File: src/design/div_pkg.sv
package div_pkg;

    // ************************************************************
    // Widths and pipeline depth
    // ************************************************************

    localparam int XLEN  = 32;  // Operand and result width
    localparam int TAG_W = 8;   // Physical destination tag

    // One restoring stage per quotient bit
    localparam int DIV_STAGES = XLEN;

    // Prep stage, restoring array, result fix
    localparam int DIV_LATENCY = DIV_STAGES + 2;

    // Side-band carried through the array
    // Four flags, raw dividend, tag and PC
    localparam int DIV_SIDE_W = 4 + XLEN + TAG_W + XLEN;

    // ************************************************************
    // Divide opcodes
    // ************************************************************

    typedef enum logic [3:0] {
        DIV_OP_DIVU = 4'b0001,  // Unsigned quotient
        DIV_OP_REMU = 4'b0010,  // Unsigned remainder
        DIV_OP_DIV  = 4'b0011,  // Signed quotient
        DIV_OP_REM  = 4'b0100   // Signed remainder
    } div_op_e;

endpackage

File: src/design/div_result_fix.sv
module div_result_fix (
    input  logic                      clk,
    input  logic                      reset,
    input  logic                      arr_valid,
    input  logic [div_pkg::XLEN-1:0]  arr_quot,
    input  logic [div_pkg::XLEN-1:0]  arr_rem,
    input  logic                      arr_neg_quot,
    input  logic                      arr_neg_rem,
    input  logic                      arr_div_zero,
    input  logic                      arr_want_rem,
    input  logic [div_pkg::XLEN-1:0]  arr_dividend_raw,
    input  logic [div_pkg::TAG_W-1:0] arr_tag,
    input  logic [div_pkg::XLEN-1:0]  arr_pc,
    output logic [div_pkg::XLEN-1:0]  result,
    output logic                      done,
    output logic [div_pkg::TAG_W-1:0] tag_out,
    output logic [div_pkg::XLEN-1:0]  pc_out
);
    import div_pkg::*;

    logic [XLEN-1:0] pick;
    logic            negate;
    logic [XLEN-1:0] fixed;

    always_comb begin
        pick   = arr_want_rem ? arr_rem : arr_quot;
        negate = arr_want_rem ? arr_neg_rem : arr_neg_quot;
        fixed  = negate ? -pick : pick;
        // Zero divisor: quotient all ones, remainder is the dividend
        if (arr_div_zero) begin
            fixed = arr_want_rem ? arr_dividend_raw : '1;
        end
    end

    always_ff @(posedge clk or posedge reset) begin
        if (reset) begin
            result  <= '0;
            done    <= 1'b0;
            tag_out <= '0;
            pc_out  <= '0;
        end else begin
            done <= arr_valid;
            if (arr_valid) begin
                result  <= fixed;
                tag_out <= arr_tag;
                pc_out  <= arr_pc;
            end
        end
    end

    // A done pulse carries a fully known result
    a_done_known: assert property (@(posedge clk) disable iff (reset)
        done |-> !$isunknown({result, tag_out, pc_out}));

endmodule

File: config.mk
export PLATFORM = sky130hd
export DESIGN_NAME = div_result_fix
export DESIGN_NICKNAME = d
export VERILOG_FILES = /design/src/design/div_pkg.sv /design/src/design/div_result_fix.sv
export SDC_FILE = /design/constraint.sdc
export NUM_CORES = 1
export LEC_CHECK = 0
export BUFFER_PORTS_ARGS = -buffer_cell sky130_fd_sc_hd__clkbuf_2
export CORE_AREA = 2 2 97 99
export CTS_CLUSTER_SIZE = 10
export DETAILED_ROUTE_END_ITERATION = 8
export DIE_AREA = 0 0 99 101
export PLACE_DENSITY_LB_ADDON = 0.25
export SETUP_SLACK_MARGIN = 0.02
export SYNTH_ARGS = -nofsm -noshare
export SYNTH_HDL_FRONTEND = slang
export SYNTH_SLANG_ARGS = --single-unit
export TNS_END_PERCENT = 50
File: constraint.sdc
create_clock -name clk -period 4.1 [get_ports clk]
set_input_delay 0.205 -clock clk [delete_from_list [all_inputs] [get_ports clk]]
set_output_delay 0.205 -clock clk [all_outputs]
set_load 0.05 [all_outputs]
# Word level (Yosys, flattened, before mapping)
# Index checks and enable logic that the tools add are counted.
word_totals:
  latch_bits: 0
  ram_bits: 0
  reg_bits: 73
  memories: 0
  elab_cells: 10
  input_bits: 143
  mem_bits_ro: 0
  output_inout_bits: 73
classes:
  shifts: 0
  magnitude_cmp: 0
  mux: 5
  mul: 0
  bitwise: 0
  eq_ne: 0
  div: 0
  n_reduce_logical: 0
  n_addsub: 1
op_table:
  columns: ["op", "n"]
  rows:
  - ["$mux 32", 4]
  - ["$neg 32->32", 1]
  - ["$mux 1", 1]

# Longest topological paths before layout
logic_depth:
  ltp_word: 4
  depth_mapped: 12
  depth_no_buf: 7

# Least setup slack after synthesis
# Ideal clock, no wire load.
synth_path:
  kind: "in2reg"
  start: "input arr_want_rem"
  end: "register result[18] in the netlist's numbering"
  setup_time_ps: 104
  path_buffers: 5
  setup_slack_ps: 1465
  stages: 12
  t_arrival_ps: 2532
  required_time_ps: 3996
  cell_sequence: "buf_6 buf_6 buf_2 buf_2 buf_2 mux2i_1 ha_1 o221ai_1 nor4_1 nor2_1 xor2_1 a221oi_1"
synth_between:
  elab_chain_len: 4
  elab_cells_between_ends: 6
  classes_between: "add/sub (1); mux (5)"
synth_rtl:
  columns: ["item", "line_no", "source"]
  rows:
  - ["start, declared", "div_result_fix.sv:10", "input logic arr_want_rem,"]
  - ["$mux 32", "div_result_fix.sv:26", "pick = arr_want_rem ? arr_rem : arr_quot;"]
  - ["$neg 32->32", "div_result_fix.sv:28", "fixed = negate ? -pick : pick;"]
  - ["$mux 32", "div_result_fix.sv:28", null]
  - ["$mux 32 (*)", "div_result_fix.sv:30", "if (arr_div_zero) begin"]
  - ["end signal, assigned", "div_result_fix.sv:44", "result <= fixed;"]
  - ["end, declared", "div_result_fix.sv:14", "output logic [div_pkg::XLEN-1:0] result,"]
# Mark *: on every way between the ends. The rest lies on a longest branch, timed or not.
# A chain may end at the register's enable or synchronous reset.

# Worst setup path in the final report
layout_path:
  start: "input arr_want_rem"
  end: "register result[31] in the netlist's numbering"
# The elaborated chain is that of the path after synthesis.

==> flow_metrics.tcl <==
set metrics [dict create \
    final_max_slew_viol_count 0 \
    yosys_warnings 0 \
    finalCritPeriodShare_pct 62.3 \
    synth_most_common_cell "dfrtp_1" \
    end_kind "register" \
    n_antenna_cell 0 \
    power.leakage_uw 0.00274 \
    antenna_found_initial 0 \
    clk_pin_slew_ns 0.08 \
    synthesis.instances 443 \
    syn_nets 587 \
    io_buffers 215 \
    track_usage_pct 25.1 \
    cts_tree "built" \
    synth-seq-cells 73 \
    drive_above_1_share_pct 44.5 \
    crit_arrival_ns 2.78 \
    clk_latency_ns 0.34 \
    maxCapViolations 0 \
    clock_sinks 73 \
    grt_overflow_total 0 \
    first_global_vias 4126 \
    area_delta_synth_final_pct 30.1 \
    worst-r2r-cell-count 1 \
    hold_viol_final 0 \
    avgSynthCellArea_um2 10.0 \
    critPathLaunchType "input port" \
    synth_area_leader_cell "dfrtp_1" \
    initial_core_util_pct 49.5 \
    gp_congestion 0.950 \
    wl_per_cell_um 16.7 \
    synth_ff_type "dfrtp_1" \
    antenna_left 0 \
    r2r_end "result[31]$_DFFE_PP0P_" \
    grt_pass1_wl_um 20100 \
    dp.final_hpwl_um 10000 \
    synth_area_leaders "dfrtp_1, mux2_2, mux2i_1" \
    synth_cell_type_count 42 \
    critPathLaunch "arr_want_rem" \
    cts-root-buf "clkbuf_8" \
    layout.nets 786 \
    fp-row-count 35 \
    fin_tns_setup_ns 0 \
    critPathCapture "result[31]$_DFFE_PP0P_" \
    coreArea_um2 8980 \
    async_flop_share_pct 100 \
    run_status "completed" \
    powerDensity_nw_per_um2 391 \
    layout_min_cycle_time_ns 2.55 \
    worstMarginPinSlew_ns 0.876 \
    cts.htree.levels 3 \
    dr.pass1.iters 4 \
    ir_worst_vdd_uv 200 \
    yosysSeqAreaShare_pct 41.1 \
    setup_violations 0 \
    grt_max_degree 56 \
    die_area_um2 10000 \
    reg2reg_from "result[31]$_DFFE_PP0P_" \
    hold_class "input port to async pin" \
    worst-path-max-fanout 38 \
    dieHeight_um 101 \
    reg2reg_slack_ns 3.21 \
    synth_top_area_share_pct 41.1 \
    num_vias 4271 \
    postCtsHoldBufs 0 \
    post-cts-setup-buffers 0 \
    cp.required_ns 4.33 \
    die_w_um 99 \
    rsz0062_at_grt "no" \
    cts_max_path_buffers 2 \
    drt_wl_total_um 12600 \
    synth_edf_count 0 \
    path_class "input port to register" \
    cts_resized 0 \
    boundaryPins 216 \
    finalPower_uw 2260 \
    vias_per_cell 5.63 \
    post-route-drc-count 0 \
    drtIter0Drc 172 \
    max_freq_ghz 0.392 \
    cts_buffers 9 \
    fin_skew_ns 0 \
    syn_area_um2 4440 \
    yosys-top-cells-count "dfrtp_1, mux2_2, o21ai_0" \
    max_slew_margin_pct 41.5 \
]
-- where the power goes --
part / internal, uW / switching, uW
Clock: 350 / 291
Sequential: 802 / 44.7
Combinational: 236 / 538
Total: 1390 / 873
-- flip-flops by register name, indices dropped and copies added, names as in the netlist --
| signal | cells |
|---|---|
| pc_out | 32 |
| result | 32 |
| tag_out | 8 |
| done | 1 |
-- worst max-delay path, cell delays in order --
cell and delay, ns:
buf_2 0.54, inv_1 0.47, o31ai_1 0.37, or3b_1 0.47, nor4_1 0.36, nor3_1 0.09, a221o_1 0.26
-- placed cells by master, fill, tap and decap left out, types with 4 or more instances in the layout --
cell type	Yosys	final
a21oi_1	9	9
o221ai_1	21	21
nor3b_1	14	14
nand2b_1	4	4
mux2i_1	28	28
o31ai_1	8	8
nor2_1	30	30
nor4_1	6	6
clkbuf_8	0	9
buf_4	0	4
o22ai_1	11	11
nor3_1	28	28
mux2_2	44	44
o211ai_1	8	8
nand2_1	8	8
xnor2_1	16	16
o21ai_0	36	36
dfrtp_1	73	73
xor2_1	15	15
clkbuf_2	0	213
inv_1	24	23
-- worst min-delay path by stage --
stage / to / slack, ns
2_1_floorplan: done$_DFF_PP0_ / 0.24
3_3_place_gp: pc_out[26]$_DFFE_PP0P_ / 0.41
3_5_place_dp: pc_out[3]$_DFFE_PP0P_ / 0.43
4_1_cts: pc_out[3]$_DFFE_PP0P_ / 0.05
5_1_grt: pc_out[16]$_DFFE_PP0P_ / 0.07
6_report: tag_out[2]$_DFFE_PP0P_ / 0.03
-- area by class of cell --
class,count,area [um2]
fill,806,3200
multi-input combinational,314,2370
sequential,73,1830
timing repair buffer,219,1120
tap,111,139
clock buffer,9,124
clock inverter,7,103
inverter,25,93.8
-- layer usage --
metal	global-route usage, %	routed length (um)
met3	4.99	769
met5	0	0
met1	33.6	5640
met4	5.90	156
met2	42.0	6060
-- logic make-up (layout without fill, tap and decap cells) --
family	count (synthesis)	after routing	share of synthesized area [%]
buffers and inverters	56	260	5.43
muxes	72	72	17.5
xor gates and xnor gates	31	31	6.11
and+or+nand+nor	99	99	12.1
DFF	73	73	41.1
adders and majority gates	1	1	0.282
AOI/OAI and AO/OA	111	111	17.5
-- metrics by stage --
step           area [um2]  util [%]  instances  hold WS, ns  worst slack [ns]
2_1_floorplan        4440         -        443        0.236              1.46
3_3_place_gp         5560      61.9        742        0.415              1.30
3_5_place_dp         5560      61.9        742        0.432              1.25
4_1_cts              5780      64.4        758       0.0539              1.62
5_1_grt              5780      64.4        758       0.0704              1.29
6_report             5780      64.4        758       0.0254              1.55
(Power assumes the default switching activity.)
