<file path="config.mk">
export PLATFORM = sky130hd
export DESIGN_NAME = div_operand_prep
export DESIGN_NICKNAME = d
export VERILOG_FILES = /design/src/design/div_pkg.sv /design/src/design/div_operand_prep.sv
export SDC_FILE = /design/constraint.sdc
export NUM_CORES = 1
export LEC_CHECK = 0
export BUFFER_PORTS_ARGS = -buffer_cell sky130_fd_sc_hd__buf_2
export CORE_ASPECT_RATIO = 0.75
export CORE_MARGIN = 3
export CORE_UTILIZATION = 45
export CTS_CLUSTER_DIAMETER = 80
export DETAILED_ROUTE_END_ITERATION = 10
export GPL_TIMING_DRIVEN = 0
export PLACE_DENSITY = 0.8
export SLEW_MARGIN = 20
export SYNTH_ARGS = -nofsm -noshare
export SYNTH_HDL_FRONTEND = slang
export SYNTH_SLANG_ARGS = --single-unit
</file>
<file path="constraint.sdc">
create_clock -name clk -period 8.5 [get_ports clk]
set_clock_uncertainty 0.2 [all_clocks]
set_input_delay 0 -clock clk [delete_from_list [all_inputs] [get_ports clk]]
set_output_delay 0 -clock clk [all_outputs]
set_load 0.005 [all_outputs]
</file>
<file path="src/design/div_pkg.sv">
package div_pkg;

    // ************************************************************
    // Widths and pipeline depth
    // ************************************************************

    localparam int XLEN  = 32;  // Operand and result width
    localparam int TAG_W = 8;   // Physical destination tag

    // One restoring stage per quotient bit
    localparam int DIV_STAGES = XLEN;

    // Prep stage, restoring array, result fix
    localparam int DIV_LATENCY = DIV_STAGES + 2;

    // Side-band carried through the array
    // Four flags, raw dividend, tag and PC
    localparam int DIV_SIDE_W = 4 + XLEN + TAG_W + XLEN;

    // ************************************************************
    // Divide opcodes
    // ************************************************************

    typedef enum logic [3:0] {
        DIV_OP_DIVU = 4'b0001,  // Unsigned quotient
        DIV_OP_REMU = 4'b0010,  // Unsigned remainder
        DIV_OP_DIV  = 4'b0011,  // Signed quotient
        DIV_OP_REM  = 4'b0100   // Signed remainder
    } div_op_e;

endpackage

</file>
<file path="src/design/div_operand_prep.sv">
module div_operand_prep (
    input  logic                      clk,
    input  logic                      reset,
    input  logic                      flush,
    input  logic                      start,
    input  logic [div_pkg::XLEN-1:0]  a,
    input  logic [div_pkg::XLEN-1:0]  b,
    input  div_pkg::div_op_e          op,
    input  logic [div_pkg::TAG_W-1:0] tag_in,
    input  logic [div_pkg::XLEN-1:0]  pc_in,
    output logic                      prep_valid,
    output logic [div_pkg::XLEN-1:0]  prep_dividend,
    output logic [div_pkg::XLEN-1:0]  prep_divisor,
    output logic                      prep_neg_quot,
    output logic                      prep_neg_rem,
    output logic                      prep_div_zero,
    output logic                      prep_want_rem,
    output logic [div_pkg::XLEN-1:0]  prep_dividend_raw,
    output logic [div_pkg::TAG_W-1:0] prep_tag,
    output logic [div_pkg::XLEN-1:0]  prep_pc
);
    import div_pkg::*;

    logic            is_signed;
    logic            want_rem;
    logic            a_neg;
    logic            b_neg;
    logic            b_zero;
    logic [XLEN-1:0] a_mag;
    logic [XLEN-1:0] b_mag;

    // Opcode decode
    always_comb begin
        is_signed = 1'b0;
        want_rem  = 1'b0;
        case (op)
            DIV_OP_REMU: want_rem = 1'b1;
            DIV_OP_DIV:  is_signed = 1'b1;
            DIV_OP_REM: begin
                is_signed = 1'b1;
                want_rem  = 1'b1;
            end
            default: ;  // DIVU, illegal codes fall back to it
        endcase
    end

    assign a_neg  = is_signed & a[XLEN-1];
    assign b_neg  = is_signed & b[XLEN-1];
    assign b_zero = (b == '0);
    assign a_mag  = a_neg ? -a : a;  // MIN stays 0x8000_0000 as unsigned
    assign b_mag  = b_neg ? -b : b;

    always_ff @(posedge clk or posedge reset) begin
        if (reset) begin
            prep_valid        <= 1'b0;
            prep_dividend     <= '0;
            prep_divisor      <= '0;
            prep_neg_quot     <= 1'b0;
            prep_neg_rem      <= 1'b0;
            prep_div_zero     <= 1'b0;
            prep_want_rem     <= 1'b0;
            prep_dividend_raw <= '0;
            prep_tag          <= '0;
            prep_pc           <= '0;
        end else begin
            prep_valid <= start;  // First issue after a redirect is kept
            if (start) begin
                prep_dividend     <= a_mag;
                prep_divisor      <= b_mag;
                prep_neg_quot     <= (a_neg ^ b_neg) & ~b_zero;
                prep_neg_rem      <= a_neg;
                prep_div_zero     <= b_zero;
                prep_want_rem     <= want_rem;
                prep_dividend_raw <= a;
                prep_tag          <= tag_in;
                prep_pc           <= pc_in;
            end else if (flush) begin
                // Drop stale operands of the squashed path
                prep_dividend     <= '0;
                prep_divisor      <= '0;
                prep_neg_quot     <= 1'b0;
                prep_neg_rem      <= 1'b0;
                prep_div_zero     <= 1'b0;
                prep_want_rem     <= 1'b0;
                prep_dividend_raw <= '0;
                prep_tag          <= '0;
                prep_pc           <= '0;
            end
        end
    end

    a_legal_op: assert property (@(posedge clk) disable iff (reset)
        start |-> op inside {DIV_OP_DIVU, DIV_OP_REMU, DIV_OP_DIV, DIV_OP_REM});

endmodule

</file>
**Word level (Yosys, flattened, before mapping)**

Index checks and enable logic that the tools add are counted.

- $add $sub $neg: 2
- Equal/unequal tests: 3
- Bitwise gates (word level): 5
- Reduce and logical (&&, ||, !) cells: 4
- Muxes and demuxes: 16

Operators with widths:

| kind | number |
|---|---|
| 2-to-1 mux 32 bit | 7 |
| negation 32 bit | 2 |
| logical NOT 32 bit | 1 |
| 2-to-1 mux 8 bit | 2 |
| equality test 4 x 2 -> 1 bit (second input constant) | 2 |
| 2-to-1 mux 1 bit | 7 |
| equality test 4 x 3 -> 1 bit (second input constant) | 1 |
| OR reduction 2 bit | 2 |
| AND 1 bit | 3 |
| nonzero test 2 bit | 1 |
| inverter 1 bit | 1 |
| XOR 1 bit | 1 |

- Output and inout port bits: 141
- Register bits: 141
- Bits of input ports: 112
- Logic and storage cells: 40

**Logic depth before layout (Yosys ltp)**

Gate-level depths: netlist (run 1).

- Depth after elaboration: 7
- Depth in mapped cells: 8
- Mapped depth without buffers: 7

**Worst setup path after synthesis (run 1)**

OpenSTA, ideal clock, no wires.

- Kind: input-to-reg
- Start point: input a[1] (netlist name)
- End point: register prep_dividend[30] (netlist name)
- Path buffers: 1
- Setup slack: 6.494 ns
- Library setup time: 0.137 ns
- Data required time: 8.163 ns
- Arrival time: 1.669 ns
- Stages: 8
- Cells stage by stage: inv_1 -> ha_1 -> or3b_1 -> buf_2 -> nor4_4 -> or3b_1 -> mux2i_1 -> o311ai_1

- Word-level cells in the longest chain between the ends: 3

RTL lines:

| element | line | text |
|---|---|---|
| from (decl) | div_operand_prep.sv:6 | `input logic [div_pkg::XLEN-1:0] a,` |
| negation 32 bit | div_operand_prep.sv:50 | `assign a_mag = a_neg ? -a : a;` |
| 2-to-1 mux 32 bit | div_operand_prep.sv:50 |  |
| 2-to-1 mux 32 bit | div_operand_prep.sv:67 | `if (start) begin` |
| to (signal assigned) | div_operand_prep.sv:68 | `prep_dividend <= a_mag;` |
| to (decl) | div_operand_prep.sv:12 | `output logic [div_pkg::XLEN-1:0] prep_dividend,` |

No other way between the ends.
A chain may end at the register's enable or synchronous reset.

**Worst setup path in the final report (run 1)**

- Start point: input op[1]
- End point: register prep_divisor[10] (netlist name)

- Word-level cells in the longest chain between the ends: 6
- Elaborated cells between the ends (all ways): 7
- Those cells by class: eq/ne (2); mux (3); bitwise (1); reduce/logical (1)

RTL lines:

| element | line | text |
|---|---|---|
| from (decl) | div_operand_prep.sv:8 | `input div_pkg::div_op_e op,` |
| equality test 4 x 3 -> 1 bit / equality test 4 x 2 -> 1 bit (equally long branches) | div_operand_prep.sv:36 | `case (op)` |
| OR reduction 2 bit (no line) * | - |  |
| 2-to-1 mux 1 bit * | div_operand_prep.sv:36 |  |
| AND 1 bit * | div_operand_prep.sv:48 | `assign b_neg = is_signed & b[XLEN-1];` |
| 2-to-1 mux 32 bit * | div_operand_prep.sv:51 | `assign b_mag = b_neg ? -b : b;` |
| 2-to-1 mux 32 bit * | div_operand_prep.sv:67 |  |
| to (signal assigned) | div_operand_prep.sv:69 | `prep_divisor <= b_mag;` |
| to (decl) | div_operand_prep.sv:13 | `output logic [div_pkg::XLEN-1:0] prep_divisor,` |

Every way passes the cells marked *; elsewhere a longest branch is shown, timed or not.

==> results of run 1 <==
power breakdown:
part	total, W	internal (W)	switching (W)	leakage, nW
combinational	0.000344	0.000176	0.000168	3.17
sequential	0.000752	0.000719	0.0000330	1.77
clock	0.000803	0.000486	0.000318	0.304
final cells by class:
class,count,area share
Buffer,48,0.0186
Clock buffer,19,0.0418
Clock inverter,13,0.0164
Inverter,8,0.00346
Multi-Input combinational cell,475,0.295
Sequential cell,140,0.323
Tap cell,200,0.0231
Timing Repair Buffer,425,0.278
critical path, cell delays in order:
cell and delay [ps]:
dlygate4sd3_1 530, buf_2 150, or4b_2 700, a21boi_1 610, buf_4 320, o41ai_1 140
xnor2_1 160, dlygate4sd3_1 590, a21o_1 190, dlygate4sd3_1 560
sequential cells by signal (all words and copies together), names as in the netlist:
register           cells
prep_neg_quot          1
prep_dividend         32
prep_dividend_raw     31
prep_div_zero          1
prep_divisor          32
prep_tag               8
prep_neg_rem           1
prep_want_rem          1
prep_valid             1
prep_pc               32
metal layers:
| layer | routed length, microns | part of all wire | track usage | vias up |
|---|---|---|---|---|
| met3 | 2600 | 0.095 | 0.0810 | 63 |
| met2 | 12800 | 0.47 | 0.517 | 495 |
| met1 | 11300 | 0.41 | 0.423 | 3675 |
| met5 | 0 | 0 | 0 | - |
| li1 | - | - | - | 3347 |
| met4 | 699 | 0.026 | 0.111 | 0 |
worst paths after layout:
check | cells past startpoint | endpoint | startpoint | slack (ps)
max in group asynchronous | 5 | prep_divisor[19]$_DFFE_PP0P_ | reset | 6750
max | 10 | prep_divisor[10]$_DFFE_PP0P_ | op[1] | 4650
min | 2 | prep_valid$_DFF_PP0_ | start | 80
min in group asynchronous | 4 | prep_pc[0]$_DFFE_PP0P_ | reset | 550
max reg2reg | 3 | prep_divisor[10]$_DFFE_PP0P_ | prep_divisor[10]$_DFFE_PP0P_ | 6870
min reg2reg | 2 | prep_dividend[28]$_DFFE_PP0P_ | prep_dividend[28]$_DFFE_PP0P_ | 280
cell families (layout without fill, tap and decap cells):
kind of cell             after synthesis  in the layout
AO/OA/AOI/OAI                        190            190
XOR/XNOR                              53             53
adder cells (fa/ha/maj)                2              2
AND/OR/NAND/NOR                      224            224
buffers and inverters                 56            513
multiplexers                           6              6
flip-flops                           140            140
placed cells by master, fill, tap and decap left out, types with 26 or more instances in the layout:
master	instances
clkbuf_1	38
xnor2_1	29
dfrtp_1	140
nand2b_1	46
a22o_1	70
o21ai_0	52
nand2_1	67
buf_2	256
nor2_1	26
dlygate4sd3_1	173
timing repair:
| action | in CTS | in global routing |
|---|---|---|
| hold endpoints to repair | 280 | 0 |
| setup buffers | 0 | 0 |
| hold buffers | 173 | 0 |
Yosys cell counts (7+ instances only):
master    count
nor4b_1       7
xor2_1       24
nand3_1      10
dfrtp_1     140
clkbuf_1     38
nor3b_1      15
nor2_1       26
inv_1         8
nand2_1      67
nand2b_1     46
a21o_1       12
xnor2_1      29
a22o_1       70
o31ai_1       9
a31oi_1      14
nor3_1       10
o21ai_0      52
nor4_1        9
per-stage QoR:
stage / total power, W / setup slack, ps / hold slack, ps / area, sq um / cells
finish: 0.00190 / 4650 / 78.8 / 10800 / 1328
global route: 0.00197 / 4580 / 81.2 / 10800 / 1328
CTS: 0.00189 / 4810 / 32.5 / 10800 / 1328
detailed placement: 0.00102 / 5920 / -177 / 8480 / 1123
global placement: 0.00101 / 2880 / -59.8 / 8440 / 1122
floorplan: 0.000878 / 4550 / -169 / 6940 / 671
==> implementation parameters, run 1 <==
Parameter                              Value

Drt
  Wire per inst    20.6 microns
  Drt total wl    27,400 microns
  DR vias    between 7,000 and 8,000
  Per-cell via count in the routed design    5.71
  Antenna violation net count after detailed routing    0
  DRC Markers    0
  Number of detailed-route iterations in the first pass    5
  Iteration-0 DRC Markers    638

Placed design
  Detailed Place HPWL    between 15,000 and 20,000 microns
  Global placement routability congestion    0.888
  Number of input and output port buffers inserted    approximately 250

Synth
  Leading cell types by total area after synthesis    dfrtp_1 51%, a22o_1 8.8%, nand2b_1 4.1%, o21ai_0 3.8%, xnor2_1 3.7%
  Combined area of all synthesized cells    0.00694 sq mm
  Distinct cell type count of the synthesized netlist    57
  Synthesized area per cell    between 10 and 15 sq um
  Net count after synthesis    785
  Fraction of the mapped netlist area in simple logic gates    0.181
  Area fraction in compound gates after synthesis    0.201
  Arithmetic-cell share of the synthesized area counting full adders, half adders and majority gates    0.00361
  Mux contribution to synthesized area    0.00902
  Post-synth EDFFs    0
  Total number of yosys warnings    0
  Largest family of logic cells by synthesized area    compound AO/OA/AOI/OAI gates
  Leading area contributor after synthesis    dfrtp_1
  Ys async rst share    1.00
  Post-synthesis register bit count    between 100 and 150
  Proportion of synthesized chip area in sequential cells    0.505
  Top cell type's share of synthesized area    0.505
  Xor and xnor fraction of the mapped netlist area    0.0669
  Syn Inst Count    671
  Synth Flop Type    dfrtp_1

GRT
  Overall fraction of global-route tracks in use    0.320
  Global-route wire length before repair    between 40,000 and 50,000 microns
  Number of global-route vias before repair    7,693
  Maximum number of pins on one net before global-route repair    95
  Gr ovfl total    0
  Antenna violations before repair    0

Floorplanning
  Die Area    roughly 0.017 sq mm
  Floorplan die height    ~110 microns
  Starting Density    0.469
  Number of cell rows    38
  Horiz. Die Dim    between 100 and 150 microns
  Number of top-level pins    ~250
  Core area    approximately 0.015 sq mm

STA
  Period Utilization, post-route    0.453
  Final critical delay including setup and external delays    approximately 3800 ps
  Total negative slack for setup checks    0 ps
  Worst max-slew margin expressed relative to the limit    0.313
  Number of max-slew violations in the final report    0
  Final setup vio count    0
  Final Hold Vio Count    0
  Unrepaired setup endpoints after global routing    no
  Actual slew at the worst max-slew pin    1020 ps
  Highest Clock Rate    260 MHz

Critical path
  WP data required    around 8600 ps
  Arrival time worst endpoint    roughly 4000 ps
  Category of the worst setup path capture point    flip-flop
  Startpoint class of the critical path    input port
  Maximum fanout count along the critical path    10
  Worst setup path class    in2reg

Clock tree
  Clock Tree Buf Depth    2
  Number of levels in the clock H-tree    4
  Number of buffers created by CTS    17
  Clock network latency to the later pin of the worst-skew pair    between 400 and 500 ps
  Clk Tree Root Cell    clkbuf_16
  Worst-path clk slew    about 60 ps
  CTS tree    yes
  Clock sink count    140
  CTS-repair resized insts    0

Job
  Count of max-cap constraint violations    0

Worst hold path
  Classification of the worst-slack hold path    in2reg

Finish
  Multi-input gate area    0.00320 sq mm
  Number of filler instances in the final layout    about 980
  Area growth, synth to finish    56.3%
  ANT cells    0
  Number of nets in the finished design    about 1,200
  Layout cells sized above 1    0.268
  Post-Route Utilization    0.733
  Area used by sequential logic in the layout    0.00350 sq mm

Power
  Largest vdd supply drop    about 0.14 mV
  Leakage component of the power    between 5 and 6 nW
  P per Cell Area    between 150 and 200 mW/mm^2

Run status
  Result of the run    finished, final reports clean
Power figures use the tool's default switching activity.
==> run 2, diff against run 1 <==
--- a/config.mk
+++ b/config.mk
@@ -5,6 +5,7 @@
 export SDC_FILE = /design/constraint.sdc
 export NUM_CORES = 1
 export LEC_CHECK = 0
+export ABC_AREA = 1
 export BUFFER_PORTS_ARGS = -buffer_cell sky130_fd_sc_hd__buf_2
 export CORE_ASPECT_RATIO = 0.75
 export CORE_MARGIN = 3
@@ -12,7 +13,7 @@
 export CTS_CLUSTER_DIAMETER = 80
 export DETAILED_ROUTE_END_ITERATION = 10
 export GPL_TIMING_DRIVEN = 0
-export PLACE_DENSITY = 0.8
+export PLACE_DENSITY = 0.82
 export SLEW_MARGIN = 20
 export SYNTH_ARGS = -nofsm -noshare
 export SYNTH_HDL_FRONTEND = slang
==> constraint.sdc (replaced) <==
create_clock -name clk -period 3.2 [get_ports clk]
set_clock_uncertainty 0.2 [all_clocks]
set_input_delay 0 -clock clk [delete_from_list [all_inputs] [get_ports clk]]
set_output_delay 0 -clock clk [all_outputs]
set_load 0.005 [all_outputs]
==> implementation parameters, run 2 <==
Parameter                              Value

Floorplanning
  Number of top-level pins    253 (unchanged)
  Horiz. Die Dim    151 microns (+1.3%)
  Die Area    0.0174 sq mm (+2.6%)
  Number of cell rows    39 (+2.6%)
  Floorplan die height    115 microns (+1.3%)
  Core area    0.0154 sq mm (+4.0%)
  Starting Density    0.464 (-0.00529)

Critical path
  Arrival time worst endpoint    3320 ps (-630 ps)
  Number of cell instances on the worst register-to-register path    2 (-1)
  Maximum fanout count along the critical path    6 (-4)
  WP data required    3360 ps (-5240 ps)
  Startpoint class of the critical path    input port
  Worst setup path class    in2reg
  Category of the worst setup path capture point    flip-flop

STA
  Actual slew at the worst max-slew pin    805 ps (-217 ps)
  Worst max-slew margin expressed relative to the limit    0.464 (+0.151)
  Min Hold Slack    22.1 ps (-56.6 ps)
  Total negative slack for setup checks    0 ps (unchanged)
  Number of max-slew violations in the final report    0 (unchanged)
  Highest Clock Rate    317 MHz
  Final critical delay including setup and external delays    around 3200 ps
  Final Hold Vio Count    0 (unchanged)
  Period Utilization, post-route    0.985
  Final setup vio count    0 (unchanged)
  Unrepaired setup endpoints after global routing    no

Synth
  Synth Flop Type    dfrtp_1
  Post-synth EDFFs    0 (unchanged)
  Combined area of all synthesized cells    0.00713 sq mm (+2.8%)
  Leading area contributor after synthesis    dfrtp_1
  Syn Inst Count    919 (+37%)
  Synthesized area per cell    7.76 sq um (-25%)
  Leading cell types by total area after synthesis    dfrtp_1 49%, nand2_1 15%, nand3_1 7.6%, nor2_1 4.9%, a22o_1 4.9%
  Ys async rst share    1.00 (unchanged)
  Post-synthesis register bit count    140 (unchanged)
  Net count after synthesis    1,033 (+32%)
  Distinct cell type count of the synthesized netlist    28 (-51%)
  Top cell type's share of synthesized area    0.491 (-0.0137)
  Proportion of synthesized chip area in sequential cells    0.491 (-0.0137)
  Total number of yosys warnings    0 (unchanged)
  Most frequent cell after synthesis    nand2_1
  Most frequent cells after synthesis    284 x nand2_1, 140 x dfrtp_1, 108 x nand3_1, 94 x nor2_1, 79 x inv_1

Clock tree
  Number of levels in the clock H-tree    4 (unchanged)
  Number of buffers created by CTS    17 (unchanged)
  Clk Tree Root Cell    clkbuf_16
  Worst-path clk slew    70 ps (about the same)
  Post-CTS Setup Bufs    0 (unchanged)
  Clock network latency to the later pin of the worst-skew pair    430 ps (about the same)
  Clock Tree Buf Depth    2 (unchanged)
  Clock sink count    140 (unchanged)
  CTS tree    yes

Placed design
  Global placement routability congestion    1.02 (+15%)
  Detailed Place HPWL    19,000 microns (+14%)
  Number of input and output port buffers inserted    250 (-0.40%)

Power
  Leakage component of the power    5.67 nW (+8.1%)
  Largest vdd supply drop    0.342 mV (+140%)
  P per Cell Area    447 mW/mm^2 (+160%)

Drt
  DRC Markers    0 (unchanged)
  Number of detailed-route iterations in the first pass    8 (+3)
  Antenna violation net count after detailed routing    0 (unchanged)
  Drt total wl    29,700 microns (+8.6%)
  Per-cell via count in the routed design    5.49 (-3.9%)
  Wire per inst    18.8 microns (-8.6%)
  DR vias    8,661 (+14%)
  Iteration-0 DRC Markers    861 (+35%)

Finish
  Area growth, synth to finish    54.8%
  Multi-input gate area    0.00313 sq mm (-2.1%)
  Most common library cell in the layout ignoring fill and taps    nand2_1
  Area used by sequential logic in the layout    0.00350 sq mm (unchanged)
  Layout cells sized above 1    0.238 (-0.0297)
  Number of filler instances in the final layout    1,130 (+15%)
  Leading cell types in the layout, fill and taps excluded    282 x nand2_1, 266 x buf_2, 169 x dlygate4sd3_1
  ANT cells    0 (unchanged)
  Top Registers    prep_dividend (32), prep_divisor (32), prep_pc (32)
  Number of nets in the finished design    1,475 (+20%)

GRT
  Global-route wire length before repair    45,300 microns (+6.3%)
  Number of global-route vias before repair    8,420 (+9.5%)
  Gr ovfl total    0 (unchanged)
  Maximum number of pins on one net before global-route repair    33 (-65%)
  Antenna violations before repair    0 (unchanged)
  Overall fraction of global-route tracks in use    0.339 (+0.0193)

Run status
  Result of the run    finished, final reports clean

Worst hold path
  Worst Hold Path Cells    2 (unchanged)
  Classification of the worst-slack hold path    in2reg

Job
  Count of max-cap constraint violations    0 (unchanged)
==> run 2: cell types whose count changed after synthesis, moves of 30 or more <==
cell      before  now
nand2b_1      46    0
nand2_1       67  284
a22o_1        70   40
nor2_1        26   94
inv_1          8   79
nand3_1       10  108
==> run 2: layer usage <==
metal | vias up | wire length [microns] | GRT usage
met2 | 600 | 13400 | 0.526
li1 | 3915 | - | -
met4 | 0 | 757 | 0.112
met3 | 82 | 3420 | 0.101
met5 | - | 0 | 0
met1 | 4064 | 12100 | 0.459
==> run 2: logic make-up (layout without fill, tap and decap cells) <==
family / count (synthesis) / in the layout / synth area share
flip-flops: 140 / 140 / 0.491
adder cells (fa/ha/maj): 2 / 2 / 0.00351
XOR/XNOR: 1 / 1 / 0.00123
buffers and inverters: 122 / 577 / 0.0718
AND/OR/NAND/NOR: 534 / 534 / 0.320
AO/OA/AOI/OAI: 120 / 120 / 0.112
==> run 2: cell type report <==
| cell class | count | share of cell area |
|---|---|---|
| Clock inverter | 15 | 0.0163 |
| Sequential cell | 140 | 0.317 |
| Timing Repair Buffer | 423 | 0.274 |
| Multi-Input combinational cell | 657 | 0.284 |
| Buffer | 41 | 0.0188 |
| Tap cell | 205 | 0.0232 |
| Clock buffer | 17 | 0.0385 |
| Inverter | 81 | 0.0279 |
==> run 2: per-stage QoR <==
stage	area [sq um]	util	power [W]	worst slack (ps)	cells
6_report	11000	0.718	0.00493	47.7	1579
5_1_grt	11000	0.718	0.00512	5.94	1579
4_1_cts	11000	0.717	0.00489	30.7	1579
3_3_place_gp	8640	0.562	0.00269	363	1374
2_1_floorplan	7130	-	0.00233	1250	919
3_5_place_dp	8720	0.567	0.00271	1230	1378
==> run 2: critical path, cell delays in order <==
cell and delay [ps]:
dlygate4sd3_1 530, buf_2 150, nor2_1 90, dlygate4sd3_1 560, nand2_1 100, nor2_4 220, nand2_2 150, o21ai_1 210
nand3_1 100, dlygate4sd3_1 590, nand3_1 70, dlygate4sd3_1 540
==> run 2: power by group <==
part	switching [W]	leakage [nW]	internal, W	total, W
registers	0.0000919	1.77	0.00191	0.00200
logic	0.000482	3.61	0.000431	0.000913
clock network	0.000905	0.289	0.00111	0.00202
total	0.00148	5.67	0.00345	0.00493
==> run 2: repair_timing <==
| item | 4_1_cts | 5_1_grt |
|---|---|---|
| hold buffers | 169 | 0 |
| gates resized for setup | 0 | 6 |
| hold endpoints to repair | 192 | 0 |
| endpoints found under the setup margin | 0 | 5 |
==> run 2: worst paths after layout <==
path	end	slack [ps]	from
min in group asynchronous	prep_divisor[0]$_DFFE_PP0P_	570	reset
hold reg to reg	prep_dividend_raw[21]$_DFFE_PP0P_	270	prep_dividend_raw[21]$_DFFE_PP0P_
setup reg to reg	prep_pc[11]$_DFFE_PP0P_	1680	prep_pc[11]$_DFFE_PP0P_
max in group asynchronous	prep_pc[21]$_DFFE_PP0P_	1210	reset
hold / removal	prep_valid$_DFF_PP0_	20	start
setup / recovery	prep_dividend[23]$_DFFE_PP0P_	50	a[6]
